### src/hdl/vmul_pkg.sv
/*
 * vector multiply unit shared types
 * element width, fused operation codes and the multiplier depth
 */

package vmul_pkg;

  // element width of one lane operand
  typedef enum logic [1:0] {
    SEW8  = 2'd0,
    SEW16 = 2'd1,
    SEW32 = 2'd2
  } sew_t;

  // fused operation select
  // vs2/vs3 role swaps between the acc and add forms
  typedef enum logic [2:0] {
    // product only
    MUL  = 3'd0,
    // vs3 + vs2 * vs1
    MACC = 3'd1,
    // vs3 - vs2 * vs1
    MSAC = 3'd2,
    // vs2 + vs3 * vs1
    MADD = 3'd3,
    // vs2 - vs3 * vs1
    MSUB = 3'd4
  } mul_op_t;

  // register stages between operand capture and product
  // sideband and valid tracking have to match this depth
  localparam int MUL_STAGES = 3;

endpackage

### src/hdl/operand_prep.sv
/*
 * operand preparation for the lane multiplier
 * extends narrow elements and picks multiplicand, multiplier and addend
 */

`timescale 1ns/1ps

module operand_prep (
  input  vmul_pkg::sew_t    sew,
  input  vmul_pkg::mul_op_t mul_op,
  input  logic [1:0]        is_signed,
  input  logic [31:0]       vs1_data,
  input  logic [31:0]       vs2_data,
  input  logic [31:0]       vs3_data,
  output logic [31:0]       multiplicand,
  output logic [31:0]       multiplier,
  output logic [31:0]       addend,
  output logic              mcand_signed,
  output logic              mplier_signed
);
  import vmul_pkg::*;

  logic [31:0] vs1_ext;
  logic [31:0] vs2_ext;
  logic [31:0] vs3_ext;
  logic        from_vs3;

  // upper register bits above a narrow element are ignored
  // bit 0 of is_signed covers vs1, bit 1 covers vs2
  always_comb begin
    vs1_ext = vs1_data;
    vs2_ext = vs2_data;
    vs3_ext = vs3_data;
    case (sew)
      SEW8: begin
        vs1_ext = {{24{is_signed[0] & vs1_data[7]}}, vs1_data[7:0]};
        vs2_ext = {{24{is_signed[1] & vs2_data[7]}}, vs2_data[7:0]};
        // vs3 is always a signed accumulator source
        vs3_ext = {{24{vs3_data[7]}}, vs3_data[7:0]};
      end
      SEW16: begin
        vs1_ext = {{16{is_signed[0] & vs1_data[15]}}, vs1_data[15:0]};
        vs2_ext = {{16{is_signed[1] & vs2_data[15]}}, vs2_data[15:0]};
        vs3_ext = {{16{vs3_data[15]}}, vs3_data[15:0]};
      end
      default: ;
    endcase
  end

  // add forms multiply vs3 and accumulate onto vs2
  assign from_vs3 = (mul_op == MADD) || (mul_op == MSUB);

  assign multiplicand  = from_vs3 ? vs3_ext : vs2_ext;
  assign addend        = from_vs3 ? vs2_ext : vs3_ext;
  assign multiplier    = vs1_ext;
  assign mcand_signed  = from_vs3 ? 1'b1 : is_signed[1];
  assign mplier_signed = is_signed[0];

endmodule

### src/hdl/pipe_multiplier.sv
/*
 * three stage 33x33 multiplier
 * 16-bit partial products, pairwise add, final sum into a 64-bit product
 * each stage register loads only on its own enable
 */

`timescale 1ns/1ps

module pipe_multiplier (
  input  logic        CLK,
  input  logic        nRST,
  input  logic [2:0]  stage_en,
  input  logic [31:0] multiplicand,
  input  logic [31:0] multiplier,
  input  logic        mcand_signed,
  input  logic        mplier_signed,
  output logic [63:0] product
);

  // 33rd bit of each operand has weight -2^32 when set
  logic        a_top;
  logic        b_top;
  logic [31:0] corr;

  // stage one registers
  logic [31:0] pp_ll, pp_lh, pp_hl, pp_hh;
  logic [31:0] corr_q;
  // stage two registers
  logic [63:0] outer_q;
  logic [32:0] mid_q;

  assign a_top = mcand_signed & multiplicand[31];
  assign b_top = mplier_signed & multiplier[31];

  // only the low 32 bits of the sign correction survive at bit 32 and up
  // a*b = au*bu - a_top*bu<<32 - b_top*au<<32 (mod 2^64)
  assign corr = -((a_top ? multiplier : 32'd0) + (b_top ? multiplicand : 32'd0));

  always_ff @(posedge CLK, negedge nRST) begin
    if (!nRST) begin
      pp_ll   <= '0;
      pp_lh   <= '0;
      pp_hl   <= '0;
      pp_hh   <= '0;
      corr_q  <= '0;
      outer_q <= '0;
      mid_q   <= '0;
      product <= '0;
    end else begin
      // four unsigned 16x16 products
      if (stage_en[0]) begin
        pp_ll  <= multiplicand[15:0] * multiplier[15:0];
        pp_lh  <= multiplicand[15:0] * multiplier[31:16];
        pp_hl  <= multiplicand[31:16] * multiplier[15:0];
        pp_hh  <= multiplicand[31:16] * multiplier[31:16];
        corr_q <= corr;
      end
      // outer pair does not overlap so the correction folds into the top word
      if (stage_en[1]) begin
        outer_q <= {pp_hh + corr_q, pp_ll};
        mid_q   <= {1'b0, pp_lh} + {1'b0, pp_hl};
      end
      // cross terms sit at bit 16
      if (stage_en[2]) begin
        product <= outer_q + {15'd0, mid_q, 16'd0};
      end
    end
  end

endmodule

### src/hdl/mul_control.sv
/*
 * multiply pipeline control
 * valid bit per stage, stage enables, sideband delay and done
 */

`timescale 1ns/1ps

module mul_control (
  input  logic                            CLK,
  input  logic                            nRST,
  input  logic                            start,
  input  vmul_pkg::mul_op_t               mul_op,
  input  vmul_pkg::sew_t                  sew,
  input  logic                            high_low,
  input  logic                            widen,
  input  logic                            negate,
  input  logic [31:0]                     addend,
  output logic [vmul_pkg::MUL_STAGES-1:0] stage_en,
  output vmul_pkg::mul_op_t               op_q,
  output vmul_pkg::sew_t                  sew_q,
  output logic                            high_low_q,
  output logic                            widen_q,
  output logic                            negate_q,
  output logic [31:0]                     addend_q,
  output logic                            done
);
  import vmul_pkg::*;

  logic [MUL_STAGES-1:0] valid;
  mul_op_t               op_sr  [MUL_STAGES];
  sew_t                  sew_sr [MUL_STAGES];
  logic [MUL_STAGES-1:0] hl_sr;
  logic [MUL_STAGES-1:0] widen_sr;
  logic [MUL_STAGES-1:0] neg_sr;
  logic [31:0]           addend_sr [MUL_STAGES];

  // stage k loads while its input holds a live element
  assign stage_en = {valid[MUL_STAGES-2:0], start};

  always_ff @(posedge CLK, negedge nRST) begin
    if (!nRST) begin
      valid    <= '0;
      hl_sr    <= '0;
      widen_sr <= '0;
      neg_sr   <= '0;
      for (int i = 0; i < MUL_STAGES; i++) begin
        op_sr[i]  <= MUL;
        sew_sr[i] <= SEW32;
      end
    end else begin
      valid <= stage_en;
      for (int i = 0; i < MUL_STAGES; i++) begin
        if (stage_en[i]) begin
          // same enables as the product stages, so controls stay aligned
          op_sr[i]    <= (i == 0) ? mul_op : op_sr[i-1];
          sew_sr[i]   <= (i == 0) ? sew : sew_sr[i-1];
          hl_sr[i]    <= (i == 0) ? high_low : hl_sr[i-1];
          widen_sr[i] <= (i == 0) ? widen : widen_sr[i-1];
          neg_sr[i]   <= (i == 0) ? negate : neg_sr[i-1];
        end
      end
    end
  end

  // addend rides along with no reset
  always_ff @(posedge CLK) begin
    for (int i = 0; i < MUL_STAGES; i++) begin
      if (stage_en[i]) begin
        addend_sr[i] <= (i == 0) ? addend : addend_sr[i-1];
      end
    end
  end

  // last stage feeds the fuse logic
  assign op_q       = op_sr[MUL_STAGES-1];
  assign sew_q      = sew_sr[MUL_STAGES-1];
  assign high_low_q = hl_sr[MUL_STAGES-1];
  assign widen_q    = widen_sr[MUL_STAGES-1];
  assign negate_q   = neg_sr[MUL_STAGES-1];
  assign addend_q   = addend_sr[MUL_STAGES-1];
  assign done       = valid[MUL_STAGES-1];

endmodule

### src/hdl/result_fuse.sv
/*
 * result selection and fused accumulate
 * slices the product by width, then optional negate and add or subtract
 */

`timescale 1ns/1ps

module result_fuse (
  input  logic [63:0]       product,
  input  vmul_pkg::mul_op_t op_q,
  input  vmul_pkg::sew_t    sew_q,
  input  logic              high_low_q,
  input  logic              widen_q,
  input  logic              negate_q,
  input  logic [31:0]       addend_q,
  output logic [31:0]       wdata
);
  import vmul_pkg::*;

  logic [31:0] slice;
  logic [31:0] term;

  // high half beats widen on the narrow widths
  always_comb begin
    case (sew_q)
      SEW32: begin
        // widen has no meaning at full width
        slice = high_low_q ? product[63:32] : product[31:0];
      end
      SEW16: begin
        if (high_low_q)   slice = {16'd0, product[31:16]};
        else if (widen_q) slice = product[31:0];
        else              slice = {16'd0, product[15:0]};
      end
      SEW8: begin
        if (high_low_q)   slice = {24'd0, product[15:8]};
        else if (widen_q) slice = {16'd0, product[15:0]};
        else              slice = {24'd0, product[7:0]};
      end
      default: slice = '0;
    endcase
  end

  // negate only matters for the fused forms
  assign term = negate_q ? (32'd0 - slice) : slice;

  // everything wraps modulo 2^32
  always_comb begin
    case (op_q)
      MACC, MADD: wdata = addend_q + term;
      MSAC, MSUB: wdata = addend_q - term;
      default:    wdata = slice;
    endcase
  end

endmodule

### src/hdl/vmul_unit.sv
/*
 * vector lane multiply unit
 * start/done handshake, three cycles from start to write-back data
 */

`timescale 1ns/1ps

module vmul_unit (
  input  logic              CLK,
  input  logic              nRST,
  input  logic              start,
  input  vmul_pkg::sew_t    sew,
  input  vmul_pkg::mul_op_t mul_op,
  input  logic [1:0]        is_signed,
  input  logic              high_low,
  input  logic              widen,
  input  logic              negate,
  input  logic [31:0]       vs1_data,
  input  logic [31:0]       vs2_data,
  input  logic [31:0]       vs3_data,
  output logic              done,
  output logic [31:0]       wdata
);
  import vmul_pkg::*;

  // prepared operands
  logic [31:0] multiplicand;
  logic [31:0] multiplier;
  logic [31:0] addend;
  logic        mcand_signed;
  logic        mplier_signed;

  // pipeline enables and product
  logic [2:0]  stage_en;
  logic [63:0] product;

  // last stage sideband
  mul_op_t     op_q;
  sew_t        sew_q;
  logic        high_low_q;
  logic        widen_q;
  logic        negate_q;
  logic [31:0] addend_q;

  operand_prep operand_prep_i (
    .sew(sew), .mul_op(mul_op), .is_signed(is_signed),
    .vs1_data(vs1_data), .vs2_data(vs2_data), .vs3_data(vs3_data),
    .multiplicand(multiplicand), .multiplier(multiplier), .addend(addend),
    .mcand_signed(mcand_signed), .mplier_signed(mplier_signed)
  );

  mul_control mul_control_i (
    .CLK(CLK), .nRST(nRST), .start(start), .mul_op(mul_op), .sew(sew),
    .high_low(high_low), .widen(widen), .negate(negate), .addend(addend),
    .stage_en(stage_en), .op_q(op_q), .sew_q(sew_q), .high_low_q(high_low_q),
    .widen_q(widen_q), .negate_q(negate_q), .addend_q(addend_q), .done(done)
  );

  pipe_multiplier pipe_multiplier_i (
    .CLK(CLK), .nRST(nRST), .stage_en(stage_en),
    .multiplicand(multiplicand), .multiplier(multiplier),
    .mcand_signed(mcand_signed), .mplier_signed(mplier_signed), .product(product)
  );

  result_fuse result_fuse_i (
    .product(product), .op_q(op_q), .sew_q(sew_q), .high_low_q(high_low_q),
    .widen_q(widen_q), .negate_q(negate_q), .addend_q(addend_q), .wdata(wdata)
  );

endmodule

### config.mk
export PLATFORM = sky130hd
export DESIGN_NAME = vmul_unit
export DESIGN_NICKNAME = d
export VERILOG_FILES = /design/src/hdl/vmul_pkg.sv /design/src/hdl/operand_prep.sv /design/src/hdl/pipe_multiplier.sv /design/src/hdl/mul_control.sv /design/src/hdl/result_fuse.sv /design/src/hdl/vmul_unit.sv
export SDC_FILE = /design/constraint.sdc
export NUM_CORES = 2
export LEC_CHECK = 0
export BUFFER_PORTS_ARGS = -buffer_cell sky130_fd_sc_hd__buf_2
export CORE_MARGIN = 5
export CORE_UTILIZATION = 64
export DETAILED_ROUTE_END_ITERATION = 8
export PLACE_DENSITY = 0.81
export RECOVER_POWER = 100
export SLEW_MARGIN = 20
export SYNTH_ARGS = -nofsm -noshare
export SYNTH_HDL_FRONTEND = slang
export SYNTH_HIERARCHICAL = 1
export SYNTH_SLANG_ARGS = --single-unit
### constraint.sdc
create_clock -name CLK -period 7.55 [get_ports CLK]
set_input_delay 0.755 -clock CLK [delete_from_list [all_inputs] [get_ports CLK]]
set_output_delay 0.755 -clock CLK [all_outputs]
set_load 0.01 [all_outputs]
# ---- Word level (Yosys, flattened, before mapping)
# Memories as Yosys holds them, arrays and structs flattened.
# Cells that the tools add are included.
dict set report totals {
  register_bits 348
  latchBits 0
  ramBits 96
  romBits 0
  wordCells 79
  mem_count 1
}
# name words word_bits read_ports rd_clocked_by_memory_dff wr line
set memory_table {}
lappend memory_table {mul_control_i.addend_sr 3 32 3 0 3 mul_control.sv:35} ;# logic [31:0] addend_sr [MUL_STAGES];
dict set report op_classes {
  addsub 8
  multipliers 4
  n_div 0
  magnitude_cmp 0
  eq_ne 9
  shift 0
  n_mux 22
  n_bitwise 6
  n_reduce_logical 5
}
# cell count
set ops {}
lappend ops {{$mux W32} 9}
lappend ops {{$pmux W32 S2} 4}
lappend ops {{$mul A16 B16 Y32} 4}
lappend ops {{$add A32 B32 Y32} 3}
lappend ops {{$pmux W32 S3} 1}
lappend ops {{$add A64 B49 Y64} 1}
lappend ops {{$add A32 B32 Y33} 1}
lappend ops {{$neg A32 Y32} 1}
lappend ops {{$sub A1 B32 Y32 const A} 1}
lappend ops {{$sub A32 B32 Y32} 1}
lappend ops {{$mux W16} 1}
lappend ops {{$eq A3 B2 Y1 const B} 3}
lappend ops {{$mux W1} 7}
lappend ops {{$and A1 B1 Y1} 6}
lappend ops {{$eq A3 B3 Y1 const B} 2}
lappend ops {{$eq A2 B1 Y1 const B} 2}
lappend ops {{$logic_not A2 Y1} 2}
lappend ops {{$reduce_or A2 Y1} 2}
lappend ops {{$eq A3 B1 Y1 const B} 1}
lappend ops {{$eq A2 B2 Y1 const B} 1}
lappend ops {{$logic_or A1 B1 Y1} 1}

# ---- Longest topological paths before layout
dict set report logic_depth {
  word_depth 7
  mapped_depth 31
  ltp_nobuf 28
}

# ---- Modules after synthesis
# Netlist, hierarchy kept.
# mod instances cells_per_inst area_each_um2
set by_module_without_submodules {}
lappend by_module_without_submodules {pipe_multiplier 1 5823 53342.4}
lappend by_module_without_submodules {result_fuse 1 696 4699.5}
lappend by_module_without_submodules {mul_control 1 188 4241.6}
lappend by_module_without_submodules {operand_prep 1 198 1730.4}

# ---- Worst setup path after synthesis
# No wires, ideal clock.
dict set report synth_path {
  kind {input -> register}
  startpoint {input port mul_op[1]}
  endpoint {register pipe_multiplier_i.pp_ll[27]}
  setup_ns 0.125
  t_arrival_ns 7.450
  setup_slack_ns -0.025
  cell_stages 28
  n_path_buf 2
  path_cell_list {and3b_1 nor2_1 buf_2 mux2_2 clkbuf_1 and2_1 fa_1 inv_1 fa_1 inv_1 fa_1 inv_1 fa_1 inv_1 fa_1 inv_1 fa_1 inv_1 ha_1 nor3_1 nor2_1 a22oi_1 nor3_1 or4_1 a31oi_1 a21oi_1 xor2_1 mux2_2}
}
dict set report synth_via {
  elab_chain_cells 4
  elab_cells_between_ends 5
}
# item line
set synth_lines {}
lappend synth_lines {{start: declaration} vmul_unit.sv:13} ;# input vmul_pkg::mul_op_t mul_op,
lappend synth_lines {{$eq A3 B2 Y1 or $eq A3 B3 Y1 (tied branches)} operand_prep.sv:51} ;# assign from_vs3 = (mul_op == MADD) || (mul_op == MSUB);
lappend synth_lines {{$logic_or A1 B1 Y1 *} operand_prep.sv:51}
lappend synth_lines {{$mux W32 *} operand_prep.sv:53} ;# assign multiplicand = from_vs3 ? vs3_ext : vs2_ext;
lappend synth_lines {{via multiplicand[7]} vmul_unit.sv:27} ;# logic [31:0] multiplicand;
lappend synth_lines {{$mul A16 B16 Y32 *} pipe_multiplier.sv:52} ;# pp_ll <= multiplicand[15:0] * multiplier[15:0];
lappend synth_lines {{end signal: assignment} pipe_multiplier.sv:52}
lappend synth_lines {{end: declaration} pipe_multiplier.sv:26} ;# logic [31:0] pp_ll, pp_lh, pp_hl, pp_hh;
# The timed path passes the listed nets; every way through them passes the cells marked *.
# A chain may end at the register's enable or synchronous reset.

# ---- Final worst setup path
dict set report layout_path {
  startpoint {input port mul_op[1]}
  endpoint {register pipe_multiplier_i.pp_hl[27]}
}
dict set report layout_via {
  elab_chain_cells 4
  elab_cells_between_ends 5
}
# item line
set layout_lines {}
lappend layout_lines {{$eq A3 B2 Y1 or $eq A3 B3 Y1 (tied branches)} operand_prep.sv:51}
lappend layout_lines {{$logic_or A1 B1 Y1 *} operand_prep.sv:51}
lappend layout_lines {{$mux W32 *} operand_prep.sv:53}
lappend layout_lines {{via multiplicand[19]} vmul_unit.sv:27}
lappend layout_lines {{$mul A16 B16 Y32 *} pipe_multiplier.sv:54} ;# pp_hl <= multiplicand[31:16] * multiplier[15:0];
lappend layout_lines {{end signal: assignment} pipe_multiplier.sv:54}
lappend layout_lines {{end: declaration} pipe_multiplier.sv:26}
# Marked as above.

==> metrics list <==
- Outcome: finished with violations
- Failing checks: DRC, capacitance limit, slew limit
- Transition time of the tightest slew-check pin: 3.67 ns
- Period utilization: 97.6%
- H-tree lvl count: 2
- Relative to the synthesized area, the layout overhead comes to 10.4%.
* Reg2Reg Launch Point: mul_control_i/valid[0]$_DFF_PN0_
* Number of design-rule violations left by the first detailed-router iteration: 4507
* Number of clock buffers inserted by TritonCTS: 50
- Clock-pin slew was measured on the worst setup and hold paths at 0.07 ns.
- Clock latency at the later pin of the worst-skew pair: 0.65 ns
- Sum of overflow across all layers after global routing: 0
- Critical path peak fanout: 11
* Effective utilization at floorplan: 64.2%
- Global-route wire length before repair: 299000 microns
- Compound-gate portion of the synthesized area: 11.6%
- The number of global-route vias before repair is 53.8k.
* Largest area contributor in the synthesized netlist: sky130_fd_sc_hd__fa_1
- At the worst endpoint, the required time is 8.08 ns.
- The endpoint identified for the worst register-to-register timing path is pipe_multiplier_i/mid_q[32]$_DFFE_PN0P_.
- Die width: 326 microns
* Maximum buffer depth of the clock tree: 3
- The die covers 106000 sq um.
- Number of design rule violations left after detail routing: 2
- Multiplexer area fraction after synthesis: 5.87%
* Number of primary I/O pins: 142
* Post-synthesis async set-or-reset flop share: 78.4%
- Xor/xnor share of the synthesized area: 4.35%
* Routed wire length: 190000 microns
* Fraction of the mapped netlist area in adder cells: 36.3%
- Main combinational cell family by area after synthesis: adder cells
- Measured along the y axis, the die boundary spans 326 microns.
- FP Rows: 116
- After Yosys synthesis, and, or, nand and nor cells account for 15.0% of the synthesized area.
- In this run, synthesis inferred 96 flip-flops with an integrated enable.
* Initial antenna violation count: 20
- Across the whole layout, storage elements account for 11600 sq um.
- By area the synthesized netlist is led by sky130_fd_sc_hd__fa_1 (24%), sky130_fd_sc_hd__dfrtp_1 (13%), sky130_fd_sc_hd__ha_1 (12%).
- In this run, distinct cell masters in the synthesized netlist total 114.
- Layout cell share with drive strength beyond 1: 15.7%
- The final route contains 52.1k vias.
- STA classifies the critical path startpoint as an input pin.
* Most frequent cell after synthesis: sky130_fd_sc_hd__inv_1
- Worst slack at placement: -0.487 ns
- Yosys warnings: 6
- Before antenna repair, the detailed router went through 8 iterations.
- CP max-delay cell: sky130_fd_sc_hd__fa_1
- Core Region: 99700 sq um
* Nets: 8669
- Class of the most critical setup path: in -> reg
- Once routing completed, OpenROAD measured the worst setup slack at 0.180 ns.
- CTS tree: built
- Post-synthesis cell count: 6905
* CP dominant cell by count: sky130_fd_sc_hd__fa_1
- Port bufs: 141
- Final estimated routing congestion in global placement: 0.976
- Min-Delay Path Depth: 2
- In the synthesized netlist, the cells that appear most often are sky130_fd_sc_hd__inv_1 (973), sky130_fd_sc_hd__nand2_1 (853), sky130_fd_sc_hd__fa_1 (781).
- Static timing analysis puts the maximum clock frequency at 136 MHz.
- Across the routed clock network, the largest skew measured is 0.0380 ns.
- Depth of the worst register-to-register path: 4
- The multi-input combinational cells in the finished layout cover a total of 47100 sq um.
* Total setup violations reported at the end of the flow: 0
* Global router's overall resource usage: 35.5%
* Wire length per cell after detailed routing: 22.2 microns
- In this run, synthesis produced a sequential element count of 444.
* Max-slew violation total from the final report: 460
* Max-Slew Margin vs Limit: -144%
- Sequential elements use 18.1% of the synthesized area.
- Data on the critical path arrives at its endpoint at 7.90 ns.
- The tree is rooted in a sky130_fd_sc_hd__clkbuf_16.
- For this design, the sink count on the clock tree is 444.
* Average instance area after synthesis: 9.27 sq um
- The routed design could run at a clock period as short as 7.37 ns.
- The path with the worst hold slack has its endpoint at mul_control_i/neg_sr[0]$_DFFE_PN0P_.
- The min-delay analysis places its worst path in the category in -> reg.
- Max-cap violations in this run came to 7.
- Number of hold violations in the final report: 0
* Antenna viol nets, final: 0
- Number of fillers in the final layout: 7367
- Origin of the worst min-delay path: negate
* Predominant post-synthesis flop cell: sky130_fd_sc_hd__dfrtp_1
- Summed over its instances, the top area cell type makes up 24.4% of the synthesized netlist area.
- Dividing the detail-routed via count by the number of cells gives 6.11.
- The cell area that synthesis handed to floorplanning was 64000 sq um.
- The number of nets in the synthesized netlist is 8401.
- Entering global routing, the biggest net connects 157 pins.
- Core Util, Final: 70.9%
* Worst path max stage delay: 0.55 ns
* Element type at the critical path end: flop
- Hpwl dp: 153000 microns
* Layout Cell Area excl Fill: 70700 sq um
- After detailed placement, the total cell area comes to 68800 sq um.
* Register-to-register setup slack: 2.85 ns
routing by layer:
metal  vias to the layer above  part of all wire (%)  global-route usage (%)
met5                         -                 0.015                       0
met4                         4                   7.7                    22.0
met3                       651                   8.2                    6.20
met2                      2468                    45                    56.1
met1                     25900                    39                    45.8
li1                      23200                     -                       -
through the flow:
step                hold slack [ns]  setup TNS (ns)  cells
floorplan                     0.400               0   6905
global placement              0.400           -9.25   8408
detailed placement            0.405          -17.86   8408
CTS                          0.0869               0   8501
global route                  0.368         -0.0704   8528
finish                        0.364               0   8530
state kept, by name (all words and copies together), names as in the netlist, 4 cells and up:
| signal | cells |
|---|---|
| pipe_multiplier_i/pp_hl | 32 |
| mul_control_i/op_sr | 6 |
| pipe_multiplier_i/pp_ll | 32 |
| pipe_multiplier_i/corr_q | 32 |
| pipe_multiplier_i/mid_q | 33 |
| pipe_multiplier_i/product | 64 |
| pipe_multiplier_i/pp_hh | 32 |
| mul_control_i/sew_sr | 4 |
| pipe_multiplier_i/outer_q | 64 |
| mul_control_i/addend_sr | 96 |
| pipe_multiplier_i/pp_lh | 32 |
layout by cell type, fill, tap and decap left out, types with 14 or more instances in the layout:
cell type / Yosys / layout
sky130_fd_sc_hd__or2_2: 15 / 15
sky130_fd_sc_hd__nor3_1: 57 / 55
sky130_fd_sc_hd__ha_1: 606 / 603
sky130_fd_sc_hd__nand3_1: 76 / 76
sky130_fd_sc_hd__nor2_1: 204 / 202
sky130_fd_sc_hd__a211oi_1: 31 / 30
sky130_fd_sc_hd__edfxtp_1: 96 / 96
sky130_fd_sc_hd__o21ai_0: 156 / 152
sky130_fd_sc_hd__xor2_1: 98 / 98
sky130_fd_sc_hd__clkbuf_16: 0 / 51
sky130_fd_sc_hd__mux2_2: 260 / 260
sky130_fd_sc_hd__o211ai_1: 43 / 44
sky130_fd_sc_hd__a31o_2: 15 / 15
sky130_fd_sc_hd__xnor2_1: 220 / 219
sky130_fd_sc_hd__o31ai_1: 19 / 17
sky130_fd_sc_hd__buf_12: 1 / 44
sky130_fd_sc_hd__nand2_1: 853 / 852
sky130_fd_sc_hd__dfrtp_1: 345 / 344
sky130_fd_sc_hd__o2111ai_1: 38 / 22
sky130_fd_sc_hd__o21bai_1: 48 / 47
sky130_fd_sc_hd__or3_1: 19 / 18
sky130_fd_sc_hd__and3_1: 41 / 41
sky130_fd_sc_hd__buf_2: 23 / 138
sky130_fd_sc_hd__fa_1: 781 / 781
sky130_fd_sc_hd__and2_1: 480 / 480
sky130_fd_sc_hd__mux4_2: 14 / 14
sky130_fd_sc_hd__nand4_1: 60 / 60
sky130_fd_sc_hd__o21a_1: 34 / 34
sky130_fd_sc_hd__a31oi_1: 43 / 42
sky130_fd_sc_hd__a21o_1: 191 / 191
sky130_fd_sc_hd__nand2b_1: 31 / 31
sky130_fd_sc_hd__a22o_1: 15 / 14
sky130_fd_sc_hd__nor2b_1: 31 / 29
sky130_fd_sc_hd__mux2_1: 0 / 21
sky130_fd_sc_hd__a21oi_1: 302 / 299
sky130_fd_sc_hd__inv_1: 973 / 973
sky130_fd_sc_hd__diode_2: 0 / 18
sky130_fd_sc_hd__buf_4: 54 / 443
critical path: cells and delay by family:
family	cells	cell delay [ns]
compound gates	6	1.34
xor+xnor	1	0.08
fa+ha+maj	7	3.19
buf+inv	9	0.99
mux	1	0.26
simple gates	5	1.26
cells by family (layout without fill, tap and decap cells):
logic type	Yosys count	in the layout
muxes	310	310
adders and majority gates	1387	1387
DFF	444	444
other	0	18
and+or+nand+nor	1950	1950
AOI/OAI and AO/OA	1100	1100
xor gates and xnor gates	318	318
buffers and inverters	1396	1705
worst max-delay path by stage:
stage,slack [ns],start,to
global placement,-0.29,mul_op[2],pipe_multiplier_i/pp_lh[29]$_DFFE_PN0P_
finish,0.18,mul_op[1],pipe_multiplier_i/pp_hl[27]$_DFFE_PN0P_
floorplan,0.02,mul_op[1],pipe_multiplier_i/pp_ll[27]$_DFFE_PN0P_
global route,-0.03,mul_control_i/sew_q[1]$_DFFE_PN1P_,wdata[31]
detailed placement,-0.49,mul_op[2],pipe_multiplier_i/pp_lh[29]$_DFFE_PN0P_
CTS,0.005,mul_control_i/hl_sr[2]$_DFFE_PN0P_,wdata[31]
cell type report:
type	instances	share of cell area (%)
sequential	444	16.4
inverter	973	5.17
antenna	18	0.0637
multi-input combinational	5065	66.6
clock inverter	34	0.451
clock buffer	59	1.92
timing repair buffer	639	7.07
tap	1298	2.30
timing repair:
| item | CTS | global route |
|---|---|---|
| hold buffers | 0 | 0 |
| resized for setup | 3 | 48 |
| setup endpoints to repair | 1 | 30 |
| setup buffers | 0 | 11 |
| pin swaps | 0 | 11 |
Power is not shown: default switching activity piles up to over one toggle a cycle in this logic, so the estimate is an artifact.
